File: src/hdl/csr_pkg.sv
`default_nettype none

package csr_pkg;

    // ----------------------------------------
    // Widths
    // ----------------------------------------
    // RV32 data word
    localparam int XLEN       = 32;
    localparam int CSR_ADDR_W = 12;

    // ----------------------------------------
    // CSR addresses
    // ----------------------------------------
    // Machine trap setup and handling
    localparam logic [CSR_ADDR_W-1:0] CSR_MSTATUS   = 12'h300;
    localparam logic [CSR_ADDR_W-1:0] CSR_MIE       = 12'h304;
    localparam logic [CSR_ADDR_W-1:0] CSR_MTVEC     = 12'h305;
    localparam logic [CSR_ADDR_W-1:0] CSR_MSCRATCH  = 12'h340;
    localparam logic [CSR_ADDR_W-1:0] CSR_MEPC      = 12'h341;
    localparam logic [CSR_ADDR_W-1:0] CSR_MCAUSE    = 12'h342;
    localparam logic [CSR_ADDR_W-1:0] CSR_MTVAL     = 12'h343;
    localparam logic [CSR_ADDR_W-1:0] CSR_MIP       = 12'h344;
    // Machine counters
    localparam logic [CSR_ADDR_W-1:0] CSR_MCYCLE    = 12'hB00;
    localparam logic [CSR_ADDR_W-1:0] CSR_MCYCLEH   = 12'hB80;
    // Machine information, read only
    localparam logic [CSR_ADDR_W-1:0] CSR_MVENDORID = 12'hF11;
    localparam logic [CSR_ADDR_W-1:0] CSR_MARCHID   = 12'hF12;
    localparam logic [CSR_ADDR_W-1:0] CSR_MIMPID    = 12'hF13;
    localparam logic [CSR_ADDR_W-1:0] CSR_MHARTID   = 12'hF14;
    // User view of the cycle counter, read only
    localparam logic [CSR_ADDR_W-1:0] CSR_CYCLE     = 12'hC00;
    localparam logic [CSR_ADDR_W-1:0] CSR_CYCLEH    = 12'hC80;

    // Exception codes that load mtval
    // Misaligned and fault codes 0, 1, 4-7, 12, 13, 15
    localparam logic [15:0] TVAL_CAUSE_MASK = 16'hB0F3;

    // Machine interrupt codes, also the mie and mip bit positions
    localparam logic [3:0] IRQ_CODE_EXT = 4'd11;
    localparam logic [3:0] IRQ_CODE_TMR = 4'd7;
    localparam logic [3:0] IRQ_CODE_SFT = 4'd3;

    // ----------------------------------------
    // Types
    // ----------------------------------------
    // Low two bits of funct3; 00 is a plain read
    typedef enum logic [1:0] {
        CSR_OP_NONE  = 2'b00,
        CSR_OP_WRITE = 2'b01,
        CSR_OP_SET   = 2'b10,
        CSR_OP_CLEAR = 2'b11
    } csr_op_e;

    // Privilege levels kept, no supervisor
    typedef enum logic [1:0] {
        PRIV_U = 2'b00,
        PRIV_M = 2'b11
    } priv_e;

    typedef struct packed {
        logic                  valid;
        logic [CSR_ADDR_W-1:0] addr;
        csr_op_e               op;
        logic                  use_imm;
        logic [4:0]            imm;
        logic [XLEN-1:0]       rs1;
    } csr_req_t;

    typedef struct packed {
        logic ext;
        logic tmr;
        logic sft;
    } irq_lines_t;

    typedef struct packed {
        logic            valid;
        logic [3:0]      cause;
        logic [XLEN-1:0] tval;
    } exc_req_t;

    // mstatus bit layout, only MPP, MPIE and MIE are live
    typedef struct packed {
        logic [18:0] rsvd_31_13;
        priv_e       mpp;
        logic [2:0]  rsvd_10_8;
        logic        mpie;
        logic [2:0]  rsvd_6_4;
        logic        mie;
        logic [2:0]  rsvd_2_0;
    } mstatus_t;

    // Base is word aligned, mode 1 is vectored
    typedef struct packed {
        logic [XLEN-3:0] base;
        logic [1:0]      mode;
    } mtvec_t;

    // One strobe per writable register
    typedef struct packed {
        logic mstatus;
        logic mie;
        logic mtvec;
        logic mscratch;
        logic mepc;
        logic mcause;
        logic mtval;
        logic mcycle_lo;
        logic mcycle_hi;
    } csr_wen_t;

    // Trap decision handed to the register block
    typedef struct packed {
        logic            take;
        logic [XLEN-1:0] cause;
        logic            tval_we;
        logic [XLEN-1:0] tval;
    } trap_evt_t;

endpackage

`default_nettype wire

File: src/hdl/csr_access.sv
`default_nettype none

module csr_access
    import csr_pkg::*;
#(
    parameter int unsigned HART_ID = 0
)
(
    input  csr_req_t        csr_req_i,
    input  mstatus_t        mstatus_i,
    input  logic [XLEN-1:0] mie_i,
    input  logic [XLEN-1:0] mip_i,
    input  logic [XLEN-1:0] mscratch_i,
    input  logic [XLEN-1:0] mepc_i,
    input  logic [XLEN-1:0] mcause_i,
    input  logic [XLEN-1:0] mtval_i,
    input  mtvec_t          mtvec_i,
    input  logic [63:0]     mcycle_i,
    output logic [XLEN-1:0] rdata_o,
    output csr_wen_t        wen_o,
    output logic [XLEN-1:0] wdata_o
);

    // Second operand of the read-modify-write
    logic [XLEN-1:0] operand;
    // Request that modifies the addressed register
    logic            do_write;

    // ----------------------------------------
    // Read multiplexer
    // ----------------------------------------
    // Always returns the old value, also for reads with no write
    always_comb
    begin
        case (csr_req_i.addr)
            CSR_MSTATUS:  rdata_o = mstatus_i;
            CSR_MIE:      rdata_o = mie_i;
            CSR_MIP:      rdata_o = mip_i;
            CSR_MTVEC:    rdata_o = mtvec_i;
            CSR_MSCRATCH: rdata_o = mscratch_i;
            CSR_MEPC:     rdata_o = mepc_i;
            CSR_MCAUSE:   rdata_o = mcause_i;
            CSR_MTVAL:    rdata_o = mtval_i;
            // User cycle addresses alias the machine counter
            CSR_MCYCLE, CSR_CYCLE:   rdata_o = mcycle_i[31:0];
            CSR_MCYCLEH, CSR_CYCLEH: rdata_o = mcycle_i[63:32];
            // Non-commercial core, ID registers are zero
            CSR_MVENDORID, CSR_MARCHID, CSR_MIMPID: rdata_o = '0;
            CSR_MHARTID:  rdata_o = XLEN'(HART_ID);
            default:      rdata_o = '0;
        endcase
    end

    // ----------------------------------------
    // Read-modify-write
    // ----------------------------------------
    // uimm is zero extended
    assign operand = csr_req_i.use_imm ? {{(XLEN-5){1'b0}}, csr_req_i.imm}
                                       : csr_req_i.rs1;

    always_comb
    begin
        case (csr_req_i.op)
            CSR_OP_WRITE: wdata_o = operand;
            CSR_OP_SET:   wdata_o = rdata_o | operand;
            CSR_OP_CLEAR: wdata_o = rdata_o & ~operand;
            default:      wdata_o = rdata_o;
        endcase
    end

    // ----------------------------------------
    // Write enable decode
    // ----------------------------------------
    assign do_write = csr_req_i.valid && (csr_req_i.op != CSR_OP_NONE);

    always_comb
    begin
        wen_o = '0;
        if (do_write)
        begin
            case (csr_req_i.addr)
                CSR_MSTATUS:  wen_o.mstatus   = 1'b1;
                CSR_MIE:      wen_o.mie       = 1'b1;
                CSR_MTVEC:    wen_o.mtvec     = 1'b1;
                CSR_MSCRATCH: wen_o.mscratch  = 1'b1;
                CSR_MEPC:     wen_o.mepc      = 1'b1;
                CSR_MCAUSE:   wen_o.mcause    = 1'b1;
                CSR_MTVAL:    wen_o.mtval     = 1'b1;
                CSR_MCYCLE:   wen_o.mcycle_lo = 1'b1;
                CSR_MCYCLEH:  wen_o.mcycle_hi = 1'b1;
                // mip, IDs, user cycle and unknown addresses drop the write
                default:      wen_o = '0;
            endcase
        end
    end

endmodule

`default_nettype wire

File: src/hdl/csr_file_top.sv
`default_nettype none

module csr_file_top
    import csr_pkg::*;
#(
    parameter int unsigned HART_ID = 0
)
(
    input  logic            clk_i,
    input  logic            rst_i,
    input  csr_req_t        csr_req_i,
    input  irq_lines_t      irq_i,
    input  exc_req_t        exc_i,
    input  logic [XLEN-1:0] pc_i,
    input  logic            mret_i,
    output logic [XLEN-1:0] csr_rdata_o,
    output logic            trap_o,
    output logic [XLEN-1:0] trap_pc_o,
    output logic [XLEN-1:0] mret_pc_o,
    output priv_e           priv_o
);

    // Register state
    mstatus_t        mstatus;
    logic [XLEN-1:0] mie;
    logic [XLEN-1:0] mip;
    logic [XLEN-1:0] mscratch;
    logic [XLEN-1:0] mepc;
    logic [XLEN-1:0] mcause;
    logic [XLEN-1:0] mtval;
    mtvec_t          mtvec;
    logic [63:0]     mcycle;
    priv_e           priv;
    // Access path into the registers
    csr_wen_t        csr_wen;
    logic [XLEN-1:0] csr_wdata;
    trap_evt_t       trap_evt;

    // ----------------------------------------
    // CSR read and write decode
    // ----------------------------------------
    csr_access #(
        .HART_ID    (HART_ID)
    ) i_csr_access (
        .csr_req_i  (csr_req_i),
        .mstatus_i  (mstatus),
        .mie_i      (mie),
        .mip_i      (mip),
        .mscratch_i (mscratch),
        .mepc_i     (mepc),
        .mcause_i   (mcause),
        .mtval_i    (mtval),
        .mtvec_i    (mtvec),
        .mcycle_i   (mcycle),
        .rdata_o    (csr_rdata_o),
        .wen_o      (csr_wen),
        .wdata_o    (csr_wdata)
    );

    // Trap decision and handler address
    trap_ctrl i_trap_ctrl (
        .exc_i      (exc_i),
        .irq_i      (irq_i),
        .mstatus_i  (mstatus),
        .mie_i      (mie),
        .mtvec_i    (mtvec),
        .priv_i     (priv),
        .trap_o     (trap_evt),
        .trap_pc_o  (trap_pc_o)
    );

    // Register storage, owns the update precedence
    machine_csr_regs i_regs (
        .clk_i      (clk_i),
        .rst_i      (rst_i),
        .trap_i     (trap_evt),
        .pc_i       (pc_i),
        .mret_i     (mret_i),
        .irq_i      (irq_i),
        .wen_i      (csr_wen),
        .wdata_i    (csr_wdata),
        .mstatus_o  (mstatus),
        .mie_o      (mie),
        .mip_o      (mip),
        .mscratch_o (mscratch),
        .mepc_o     (mepc),
        .mcause_o   (mcause),
        .mtval_o    (mtval),
        .mtvec_o    (mtvec),
        .mcycle_o   (mcycle),
        .priv_o     (priv)
    );

    assign trap_o    = trap_evt.take;
    // mret resumes at the saved PC
    assign mret_pc_o = mepc;
    assign priv_o    = priv;

endmodule

`default_nettype wire

File: src/hdl/machine_csr_regs.sv
`default_nettype none

module machine_csr_regs
    import csr_pkg::*;
(
    input  logic            clk_i,
    input  logic            rst_i,
    input  trap_evt_t       trap_i,
    input  logic [XLEN-1:0] pc_i,
    input  logic            mret_i,
    input  irq_lines_t      irq_i,
    input  csr_wen_t        wen_i,
    input  logic [XLEN-1:0] wdata_i,
    output mstatus_t        mstatus_o,
    output logic [XLEN-1:0] mie_o,
    output logic [XLEN-1:0] mip_o,
    output logic [XLEN-1:0] mscratch_o,
    output logic [XLEN-1:0] mepc_o,
    output logic [XLEN-1:0] mcause_o,
    output logic [XLEN-1:0] mtval_o,
    output mtvec_t          mtvec_o,
    output logic [63:0]     mcycle_o,
    output priv_e           priv_o
);

    mstatus_t        mstatus_d;
    priv_e           priv_d;
    // Write data seen through the mstatus layout
    mstatus_t        wr_status;
    // CSR strobes left after trap and mret
    csr_wen_t        wen;
    // Raw lines placed at their mip bit positions
    logic [XLEN-1:0] irq_word;

    // ----------------------------------------
    // Precedence: trap, mret, CSR write
    // ----------------------------------------
    always_comb
    begin
        wen = wen_i;
        // Instruction at pc_i is replayed, so its write is dropped
        if (trap_i.take || mret_i)
            wen = '0;
    end

    assign wr_status = wdata_i;

    // mstatus and privilege next state
    always_comb
    begin
        mstatus_d = mstatus_o;
        priv_d    = priv_o;
        if (trap_i.take)
        begin
            // Stack MIE, remember where we came from
            mstatus_d.mpie = mstatus_o.mie;
            mstatus_d.mie  = 1'b0;
            mstatus_d.mpp  = priv_o;
            priv_d         = PRIV_M;
        end
        else if (mret_i)
        begin
            mstatus_d.mie  = mstatus_o.mpie;
            mstatus_d.mpie = 1'b1;
            mstatus_d.mpp  = PRIV_U;
            priv_d         = mstatus_o.mpp;
        end
        else if (wen.mstatus)
        begin
            // Only three fields exist, the rest stay zero
            mstatus_d      = '0;
            mstatus_d.mie  = wr_status.mie;
            mstatus_d.mpie = wr_status.mpie;
            // WARL: unsupported levels fold to User
            mstatus_d.mpp  = (wr_status.mpp == PRIV_M) ? PRIV_M : PRIV_U;
        end
    end

    always_ff @(posedge clk_i)
    begin
        if (rst_i)
        begin
            mstatus_o     <= '0;
            mstatus_o.mie <= 1'b1;
            mstatus_o.mpp <= PRIV_M;
            priv_o        <= PRIV_M;
        end
        else
        begin
            mstatus_o <= mstatus_d;
            priv_o    <= priv_d;
        end
    end

    // ----------------------------------------
    // Trap capture registers
    // ----------------------------------------
    always_ff @(posedge clk_i)
    begin
        if (rst_i)
        begin
            mepc_o   <= '0;
            mcause_o <= '0;
            mtval_o  <= '0;
        end
        else if (trap_i.take)
        begin
            mepc_o   <= pc_i;
            mcause_o <= trap_i.cause;
            if (trap_i.tval_we)
                mtval_o <= trap_i.tval;
        end
        else
        begin
            if (wen.mepc)
                mepc_o <= wdata_i;
            if (wen.mcause)
                mcause_o <= wdata_i;
            if (wen.mtval)
                mtval_o <= wdata_i;
        end
    end

    // ----------------------------------------
    // Software-only registers and mip
    // ----------------------------------------
    always_comb
    begin
        irq_word               = '0;
        irq_word[IRQ_CODE_EXT] = irq_i.ext;
        irq_word[IRQ_CODE_TMR] = irq_i.tmr;
        irq_word[IRQ_CODE_SFT] = irq_i.sft;
    end

    always_ff @(posedge clk_i)
    begin
        if (rst_i)
        begin
            mie_o      <= '0;
            mip_o      <= '0;
            mtvec_o    <= '0;
            mscratch_o <= '0;
        end
        else
        begin
            // Pending view is masked by mie, one cycle behind the lines
            mip_o <= irq_word & mie_o;
            if (wen.mie)
                mie_o <= wdata_i;
            if (wen.mtvec)
                mtvec_o <= wdata_i;
            if (wen.mscratch)
                mscratch_o <= wdata_i;
        end
    end

    // Free-running cycle counter, a written edge does not count
    always_ff @(posedge clk_i)
    begin
        if (rst_i)
            mcycle_o <= '0;
        else if (wen.mcycle_lo)
            mcycle_o[31:0] <= wdata_i;
        else if (wen.mcycle_hi)
            mcycle_o[63:32] <= wdata_i;
        else
            mcycle_o <= mcycle_o + 64'd1;
    end

endmodule

`default_nettype wire

File: src/hdl/trap_ctrl.sv
`default_nettype none

module trap_ctrl
    import csr_pkg::*;
(
    input  exc_req_t        exc_i,
    input  irq_lines_t      irq_i,
    input  mstatus_t        mstatus_i,
    input  logic [XLEN-1:0] mie_i,
    input  mtvec_t          mtvec_i,
    input  priv_e           priv_i,
    output trap_evt_t       trap_o,
    output logic [XLEN-1:0] trap_pc_o
);

    // mtvec mode for per-cause interrupt entry
    localparam logic [1:0] MTVEC_VECTORED = 2'd1;

    logic            irq_global_en;
    logic            irq_hit;
    logic [3:0]      irq_code;
    logic [XLEN-1:0] vec_base;

    // ----------------------------------------
    // Interrupt selection
    // ----------------------------------------
    // Lower privilege never masks M interrupts
    assign irq_global_en = (priv_i == PRIV_U) || mstatus_i.mie;

    // Fixed priority: external, then timer, then software
    always_comb
    begin
        irq_hit  = 1'b0;
        irq_code = IRQ_CODE_SFT;
        if (irq_i.ext && mie_i[IRQ_CODE_EXT])
        begin
            irq_hit  = 1'b1;
            irq_code = IRQ_CODE_EXT;
        end
        else if (irq_i.tmr && mie_i[IRQ_CODE_TMR])
        begin
            irq_hit  = 1'b1;
            irq_code = IRQ_CODE_TMR;
        end
        else if (irq_i.sft && mie_i[IRQ_CODE_SFT])
        begin
            irq_hit  = 1'b1;
            irq_code = IRQ_CODE_SFT;
        end
    end

    // ----------------------------------------
    // Trap event
    // ----------------------------------------
    always_comb
    begin
        trap_o.take    = 1'b0;
        trap_o.cause   = '0;
        trap_o.tval_we = 1'b0;
        trap_o.tval    = exc_i.tval;
        // Synchronous exceptions win over interrupts
        if (exc_i.valid)
        begin
            trap_o.take    = 1'b1;
            trap_o.cause   = {{(XLEN-4){1'b0}}, exc_i.cause};
            // Only address and fault codes carry a trap value
            trap_o.tval_we = TVAL_CAUSE_MASK[exc_i.cause];
        end
        else if (irq_hit && irq_global_en)
        begin
            // Interrupt flag in bit 31, mtval left alone
            trap_o.take  = 1'b1;
            trap_o.cause = {1'b1, {(XLEN-5){1'b0}}, irq_code};
        end
    end

    // ----------------------------------------
    // Handler address
    // ----------------------------------------
    assign vec_base = {mtvec_i.base, 2'b00};

    always_comb
    begin
        // Vectored entry only for interrupts, base + 4 * code
        if (mtvec_i.mode == MTVEC_VECTORED && trap_o.cause[XLEN-1])
            trap_pc_o = vec_base + {{(XLEN-6){1'b0}}, trap_o.cause[3:0], 2'b00};
        else
            trap_pc_o = vec_base;
    end

endmodule

`default_nettype wire

File: config.mk
export PLATFORM = sky130hd
export DESIGN_NAME = csr_file_top
export DESIGN_NICKNAME = d
export VERILOG_FILES = /design/src/hdl/csr_pkg.sv /design/src/hdl/csr_access.sv /design/src/hdl/csr_file_top.sv /design/src/hdl/machine_csr_regs.sv /design/src/hdl/trap_ctrl.sv
export SDC_FILE = /design/constraint.sdc
export NUM_CORES = 1
export LEC_CHECK = 0
export BUFFER_PORTS_ARGS = -buffer_cell sky130_fd_sc_hd__buf_2
export CORE_ASPECT_RATIO = 0.6
export CORE_UTILIZATION = 41
export DETAILED_ROUTE_END_ITERATION = 10
export SETUP_SLACK_MARGIN = 0.5
export SKIP_LAST_GASP = 1
export SLEW_MARGIN = 10
export SYNTH_ARGS = -nofsm -noshare
export SYNTH_HDL_FRONTEND = slang
export SYNTH_SLANG_ARGS = --single-unit
File: constraint.sdc
create_clock -name clk_i -period 10.1 [get_ports clk_i]
set_input_delay 1.515 -clock clk_i [delete_from_list [all_inputs] [get_ports clk_i]]
set_output_delay 1.515 -clock clk_i [all_outputs]
set_load 0.05 [all_outputs]
# Word level (Yosys, flattened, before mapping)
# Memory sizes are Yosys's and may differ from the RTL's.
# Index checks and enable logic that the tools add are counted.
dict set report word_totals {
  register_bits 294
  memories 1
  word_cells 101
  in_bits 128
  rom_bits 16
}
# name depth width read_ports rd_ports_with_merged_regs wr line
set memory_table {}
lappend memory_table {{(name not given)} 16 1 1 0 0 trap_ctrl.sv:67} ;# trap_o.tval_we = TVAL_CAUSE_MASK[exc_i.cause];
dict set report op_classes {
  reduce_logical 18
  addsub 2
  n_lt_le_gt_ge 1
  bitwise 4
  n_mux 42
  eq_ne 19
}
# operator n
set op_table {}
lappend op_table {{$mux 32} 12}
lappend op_table {{$pmux 32 s10} 1}
lappend op_table {{$eq 12x10->1 const B} 8}
lappend op_table {{$pmux 32 s3} 1}
lappend op_table {{$mux 33} 2}
lappend op_table {{$add 64x1->64 const B} 1}
lappend op_table {{$eq 12x12->1 const B} 4}
lappend op_table {{$add 32x6->32} 1}
lappend op_table {{$and 12x32->32} 1}
lappend op_table {{$and 32x32->32} 1}
lappend op_table {{$not 32->32} 1}
lappend op_table {{$or 32x32->32} 1}
lappend op_table {{$mux 1} 18}
lappend op_table {{$mux 9} 2}
lappend op_table {{$mux 13} 1}
lappend op_table {{$reduce_bool 2->1} 4}
lappend op_table {{$eq 2x2->1 const B} 3}
lappend op_table {{$logic_and 1x1->1} 6}
lappend op_table {{$mux 2} 3}
lappend op_table {{$reduce_or 2->1} 3}
lappend op_table {{$lt 4x5->1 const B} 1}
lappend op_table {{$eq 2x1->1 const B} 2}
lappend op_table {{$mux 4} 1}
lappend op_table {{$mux 3} 1}
lappend op_table {{6 further kinds} 7}

# Longest topological paths before layout
dict set report logic_depth {
  depth_word 12
  ltp_mapped 14
  depth_no_buf 13
}

# Modules after synthesis
# Synthesis repeated with hierarchy kept, for this count alone.
dict set report unflattened {
  cells_unflattened 2389
  area_unflattened_um2 18247.5
}
# mod area_each_um2 cells_per_inst n_inst seq_area_each_um2
set by_module_without_submodules {}
lappend by_module_without_submodules {machine_csr_regs 12549.5 1595 1 5305.1}
lappend by_module_without_submodules {csr_access 4370.4 605 1 0.0}
lappend by_module_without_submodules {trap_ctrl 1327.5 189 1 0.0}

# Least setup slack after synthesis
# No wires, ideal clock.
dict set report synth_timing {
  path_type {input port to output port}
  start {input port irq_i[0] in the netlist's numbering}
  end {output port trap_pc_o[25]}
  slack_ns 3.609
  t_required_ns 8.585
  t_arrival_ns 4.976
  path_buffers 0
  path_stages 13
  cell_sequence {a222oi_1 or2_2 nor2_1 a21oi_1 inv_1 ha_1 a21o_1 a21o_1 a21oi_1 nor4_1 nor2b_1 nand4_1 xnor2_1}
}
dict set report synth_via {
  elab_chain_cells 9
}
# element line
set synth_lines {}
lappend synth_lines {{start: declaration} csr_file_top.sv:12} ;# input irq_lines_t irq_i,
lappend synth_lines {{$logic_and 1x1->1 (*)} trap_ctrl.sv:45} ;# else if (irq_i.sft && mie_i[IRQ_CODE_SFT])
lappend synth_lines {{$mux 1 (*)} trap_ctrl.sv:45}
lappend synth_lines {{$mux 1 (*)} trap_ctrl.sv:40} ;# else if (irq_i.tmr && mie_i[IRQ_CODE_TMR])
lappend synth_lines {{$mux 1 (*)} trap_ctrl.sv:35} ;# if (irq_i.ext && mie_i[IRQ_CODE_EXT])
lappend synth_lines {{$logic_and 1x1->1 (*)} trap_ctrl.sv:69} ;# else if (irq_hit && irq_global_en)
lappend synth_lines {{$mux 33 (*)} trap_ctrl.sv:69}
lappend synth_lines {{$mux 33 (*)} trap_ctrl.sv:62} ;# if (exc_i.valid)
lappend synth_lines {{$add 32x6->32 / $logic_and 1x1->1 (equally long branches)} {trap_ctrl.sv:86, trap_ctrl.sv:85}}
lappend synth_lines {{$mux 32 (*)} trap_ctrl.sv:85} ;# if (mtvec_i.mode == MTVEC_VECTORED && trap_o.cause[XLEN-1])
lappend synth_lines {{end: declaration} csr_file_top.sv:18} ;# output logic [XLEN-1:0] trap_pc_o,
# Mark *: on every way between the ends. The rest lies on a longest branch, timed or not.

# Worst setup path after layout
dict set report layout_timing {
  start {input port irq_i[0] in the netlist's numbering}
  end {output port trap_pc_o[27]}
}
# Same word-level chain as after synthesis.

==> run_summary.xml <==
<?xml version="1.0" encoding="UTF-8"?>
<metrics>
  <group name="status">
    <metric name="outcome" unit="">finished clean</metric>
  </group>
  <group name="hold_path">
    <metric name="min-delay-path-class" unit="">reg2reg</metric>
    <metric name="hold_path_end" unit="">i_regs.mcause_o[4]</metric>
    <metric name="worstHoldStart" unit="">i_regs.mcause_o[4]</metric>
    <metric name="min_delay_path_depth" unit="">2</metric>
  </group>
  <group name="synthesis">
    <metric name="post_synth_num_cell_types" unit="">88</metric>
    <metric name="yosys-top-cells-count" unit="">265 x sky130_fd_sc_hd__dfxtp_1, 200 x sky130_fd_sc_hd__nor2_1, 143 x sky130_fd_sc_hd__a21oi_1</metric>
    <metric name="postSynthRegisterBits" unit="">265</metric>
    <metric name="yosysSeqAreaShare" unit="%">34.0</metric>
    <metric name="synth_async_sr_flop_share" unit="%">0</metric>
    <metric name="synthDominantAreaCellType" unit="">sky130_fd_sc_hd__dfxtp_1</metric>
    <metric name="synthesis.yosys.warnings" unit="">0</metric>
    <metric name="netlist.area_leader.share" unit="%">34.0</metric>
    <metric name="post_synth.cell_area_avg" unit="um^2">8.02</metric>
    <metric name="syn-cell-area" unit="um^2">15600</metric>
    <metric name="post-synth-top-count-cell" unit="">sky130_fd_sc_hd__dfxtp_1</metric>
    <metric name="synthesis.instances" unit="">1945</metric>
    <metric name="synth_enable_flop_cells" unit="">0</metric>
    <metric name="synth_ff_type" unit="">sky130_fd_sc_hd__dfxtp_1</metric>
    <metric name="synthTopCellsByArea" unit="">sky130_fd_sc_hd__dfxtp_1 34%, sky130_fd_sc_hd__mux2i_1 6.6%, sky130_fd_sc_hd__a211oi_1 5.4%</metric>
  </group>
  <group name="floorplanning">
    <metric name="initial_core_utilization" unit="%">42.3</metric>
    <metric name="floorplan.core_area" unit="um^2">36900</metric>
    <metric name="number_of_rows_in_the_core_area" unit="">54</metric>
    <metric name="die_area" unit="um^2">38800</metric>
    <metric name="die_x" unit="um">254</metric>
    <metric name="die_height" unit="um">153</metric>
    <metric name="num_io_pins" unit="">227</metric>
  </group>
  <group name="finish">
    <metric name="final.fill_count" unit="">3708</metric>
    <metric name="final_net_count" unit="">2213</metric>
    <metric name="syn2layout_area_growth" unit="%">15.6</metric>
    <metric name="multi_input_comb_area" unit="um^2">9520</metric>
    <metric name="finalInstanceArea" unit="um^2">18000</metric>
    <metric name="layout-drive-gt1-share" unit="%">19.3</metric>
    <metric name="final_core_utilization" unit="%">48.8</metric>
    <metric name="seqCellArea" unit="um^2">5310</metric>
  </group>
  <group name="global_route">
    <metric name="number_of_global_route_vias_before_repair" unit="">15300</metric>
    <metric name="groute.usage.overall" unit="%">36.8</metric>
    <metric name="grt_antenna_before_repair" unit="">3</metric>
    <metric name="grt_pass1_wl" unit="mm">105</metric>
    <metric name="grt_max_degree" unit="">76</metric>
    <metric name="overflow" unit="">0</metric>
  </group>
  <group name="critical_path">
    <metric name="r2r-start" unit="">i_regs.mie_o[7]</metric>
    <metric name="worst-path-buf-inv" unit="">3</metric>
    <metric name="timing.critical_path.slowest_cell_delay" unit="ns">0.85</metric>
    <metric name="worstSetupPathType" unit="">in2out</metric>
    <metric name="crit_fanout" unit="">6</metric>
    <metric name="start_kind" unit="">primary input</metric>
    <metric name="crit_required" unit="ns">8.59</metric>
    <metric name="r2r_setup_slack" unit="ns">6.19</metric>
    <metric name="rr_worst_depth" unit="">7</metric>
    <metric name="end_kind" unit="">output port</metric>
    <metric name="worst-endpoint-arrival" unit="ns">5.40</metric>
    <metric name="worst_path_max_delay_cell" unit="">sky130_fd_sc_hd__a222oi_1</metric>
    <metric name="worstPathCellList" unit="">buf_2, a222oi_1, or2_2, nor2_1, a21oi_1, inv_1, ha_1, a21o_1, a21o_1, a21oi_1, nor4_1, nor2b_1, nand4_1, xnor2_1, buf_2</metric>
    <metric name="critical_path.top_delay_family" unit="">compound AO/OA/AOI/OAI gates</metric>
    <metric name="reg2reg_end" unit="">i_regs.mcause_o[20]</metric>
  </group>
  <group name="pwr">
    <metric name="power.total" unit="mW">2.56</metric>
    <metric name="sw_frac_of_total" unit="%">28.4</metric>
    <metric name="power.share.combinational" unit="%">11.8</metric>
    <metric name="seq_power_share" unit="%">42.6</metric>
    <metric name="p_int" unit="mW">1.83</metric>
    <metric name="leakage" unit="nW">6.81</metric>
    <metric name="clock_power_share" unit="%">45.5</metric>
    <metric name="power.density" unit="nW/um^2">142</metric>
    <metric name="ir_worst_vdd" unit="uV">134</metric>
    <metric name="net-switching-power" unit="uW">726</metric>
  </group>
  <group name="route">
    <metric name="remaining_drc_errors" unit="">0</metric>
    <metric name="detail_route.wl_per_cell" unit="um">28.0</metric>
    <metric name="1st_iter_drt_viols" unit="">2283</metric>
    <metric name="drt_first_pass_iters" unit="">8</metric>
    <metric name="routed_wirelength" unit="mm">73.0</metric>
    <metric name="ant_nets" unit="">0</metric>
    <metric name="dr_total_vias" unit="">17000</metric>
    <metric name="vias_per_cell" unit="">6.51</metric>
  </group>
  <group name="timing">
    <metric name="setup_viols_final" unit="">0</metric>
    <metric name="final.setup.worst_slack" unit="ns">3.18</metric>
    <metric name="totalNegativeSetupSlack" unit="ns">0</metric>
    <metric name="unrepaired_setup_endpoints_after_global_routing" unit="">false</metric>
    <metric name="clock_skew" unit="ns">0.0132</metric>
    <metric name="tmin_final" unit="ns">6.92</metric>
    <metric name="tightest_slew" unit="ns">1.32</metric>
    <metric name="maxClockFrequency" unit="MHz">145</metric>
    <metric name="final_max_slew_viol_count" unit="">0</metric>
    <metric name="relSlewSlack" unit="%">11.4</metric>
    <metric name="finalHoldViolations" unit="">0</metric>
    <metric name="final_period_util" unit="%">68.5</metric>
  </group>
  <group name="placed_design">
    <metric name="place.gp.congestion" unit="">1.00</metric>
    <metric name="post-dp-hpwl" unit="mm">52.8</metric>
    <metric name="pre_cts_ws" unit="ns">3.27</metric>
    <metric name="dpl_cell_area" unit="um^2">17000</metric>
    <metric name="io_buffer_count" unit="">224</metric>
  </group>
  <group name="clock_tree">
    <metric name="cts_bufs_inserted" unit="">27</metric>
    <metric name="clk_pin_slew_worst_paths" unit="ns">0.06</metric>
    <metric name="cts.sink_count" unit="">265</metric>
    <metric name="htree_levels" unit="">1</metric>
    <metric name="cts-root-buf" unit="">sky130_fd_sc_hd__clkbuf_16</metric>
    <metric name="cts-resized-gates" unit="">0</metric>
    <metric name="number_of_setup_buffers_added_after_cts" unit="">0</metric>
    <metric name="cts_tree" unit="">yes</metric>
    <metric name="cts_buffer_depth" unit="">3</metric>
    <metric name="insertion_delay" unit="ns">0.58</metric>
    <metric name="cts_hold_repair.buffers" unit="">0</metric>
  </group>
  <group name="run">
    <metric name="number_of_maximum_capacitance_constraint_violations" unit="">0</metric>
  </group>
</metrics>
[layer usage]
layer / GRT usage (%) / vias to the layer above / wire length (um)
li1: - / 7580 / -
met1: 54.0 / 8180 / 32200
met2: 49.3 / 1058 / 28300
met3: 13.5 / 132 / 10200
met4: 10.8 / 4 / 2300
met5: 0 / - / 21
[sequential cells by signal (all words and copies together) (netlist names)]
| register | count |
|---|---|
| i_regs.mtval_o | 32 |
| i_regs.mstatus_o | 4 |
| i_regs.mcause_o | 32 |
| i_regs.mepc_o | 32 |
| i_regs.priv_o | 2 |
| i_regs.mie_o | 32 |
| i_regs.mscratch_o | 32 |
| i_regs.mcycle_o | 64 |
| i_regs.mip_o | 3 |
| i_regs.mtvec_o | 32 |
[cell families (layout without fill, tap and decap cells)]
kind of cell               count (synthesis)  count (layout)  synth area share, %
and+or+nand+nor                          671             671                 22.6
AOI/OAI and AO/OA                        641             641                 27.1
DFF                                      265             265                 34.0
buffers and inverters                    193             346                 5.24
muxes                                    121             121                 7.91
xor gates and xnor gates                  47              47                 2.64
adders and majority gates                  6               6                0.530
other                                      1               3               0.0241
[per-stage QoR]
| step | hold WS, ns | cells |
|---|---|---|
| after floorplan | 0.415 | 1946 |
| after global placement | 0.422 | 2554 |
| after detailed placement | 0.442 | 2554 |
| after CTS | 0.454 | 2603 |
| after global routing | 0.486 | 2604 |
| final | 0.455 | 2604 |
[power by group through the flow]
stage / clock network, mW / registers [mW] / logic, mW
final: 1.17 / 1.09 / 0.303
after global routing: 1.21 / 1.09 / 0.317
after global placement: 0 / 1.11 / 0.292
after floorplan: 0 / 1.13 / 0.147
after CTS: 1.17 / 1.09 / 0.295
after detailed placement: 0 / 1.11 / 0.294
[cell type report]
type	instances	share of cell area, %
antenna	1	0.0139
clock buffer	33	4.15
clock inverter	16	1.41
inverter	30	0.625
multi-input combinational	1488	52.8
sequential	265	29.4
tap	504	3.50
timing repair buffer	267	8.04
[worst max-delay path by stage]
| stage | start | to | slack (ns) | depth (start not counted) |
|---|---|---|---|---|
| after CTS | irq_i[0] | trap_pc_o[27] | 3.22 | 15 |
| after floorplan | irq_i[0] | trap_pc_o[25] | 3.61 | 13 |
| after detailed placement | irq_i[0] | trap_pc_o[27] | 3.27 | 15 |
| after global routing | irq_i[0] | trap_pc_o[31] | 2.75 | 15 |
| final | irq_i[0] | trap_pc_o[27] | 3.18 | 15 |
| after global placement | irq_i[0] | trap_pc_o[27] | 3.42 | 15 |
[placed cells by master (no fill, tap or decap), types with 34 or more instances in the layout]
cell type	Yosys	routed
sky130_fd_sc_hd__a21oi_1	143	142
sky130_fd_sc_hd__buf_2	22	222
sky130_fd_sc_hd__o21ai_0	138	138
sky130_fd_sc_hd__nor2_1	200	199
sky130_fd_sc_hd__mux2i_1	103	103
sky130_fd_sc_hd__nand3_1	44	44
sky130_fd_sc_hd__a31oi_1	48	47
sky130_fd_sc_hd__a211oi_1	113	113
sky130_fd_sc_hd__nand2_1	140	140
sky130_fd_sc_hd__o22ai_1	42	42
sky130_fd_sc_hd__dfxtp_1	265	265
sky130_fd_sc_hd__buf_4	9	45
sky130_fd_sc_hd__nand4_1	39	39
sky130_fd_sc_hd__nor4_1	34	34
[worst min-delay path: stages (launching register included)]
cell                      delay, ns
sky130_fd_sc_hd__dfxtp_1       0.32
sky130_fd_sc_hd__nand2_1       0.04
sky130_fd_sc_hd__o21ai_0       0.06
Note: power is estimated with default switching activity, not from simulation.
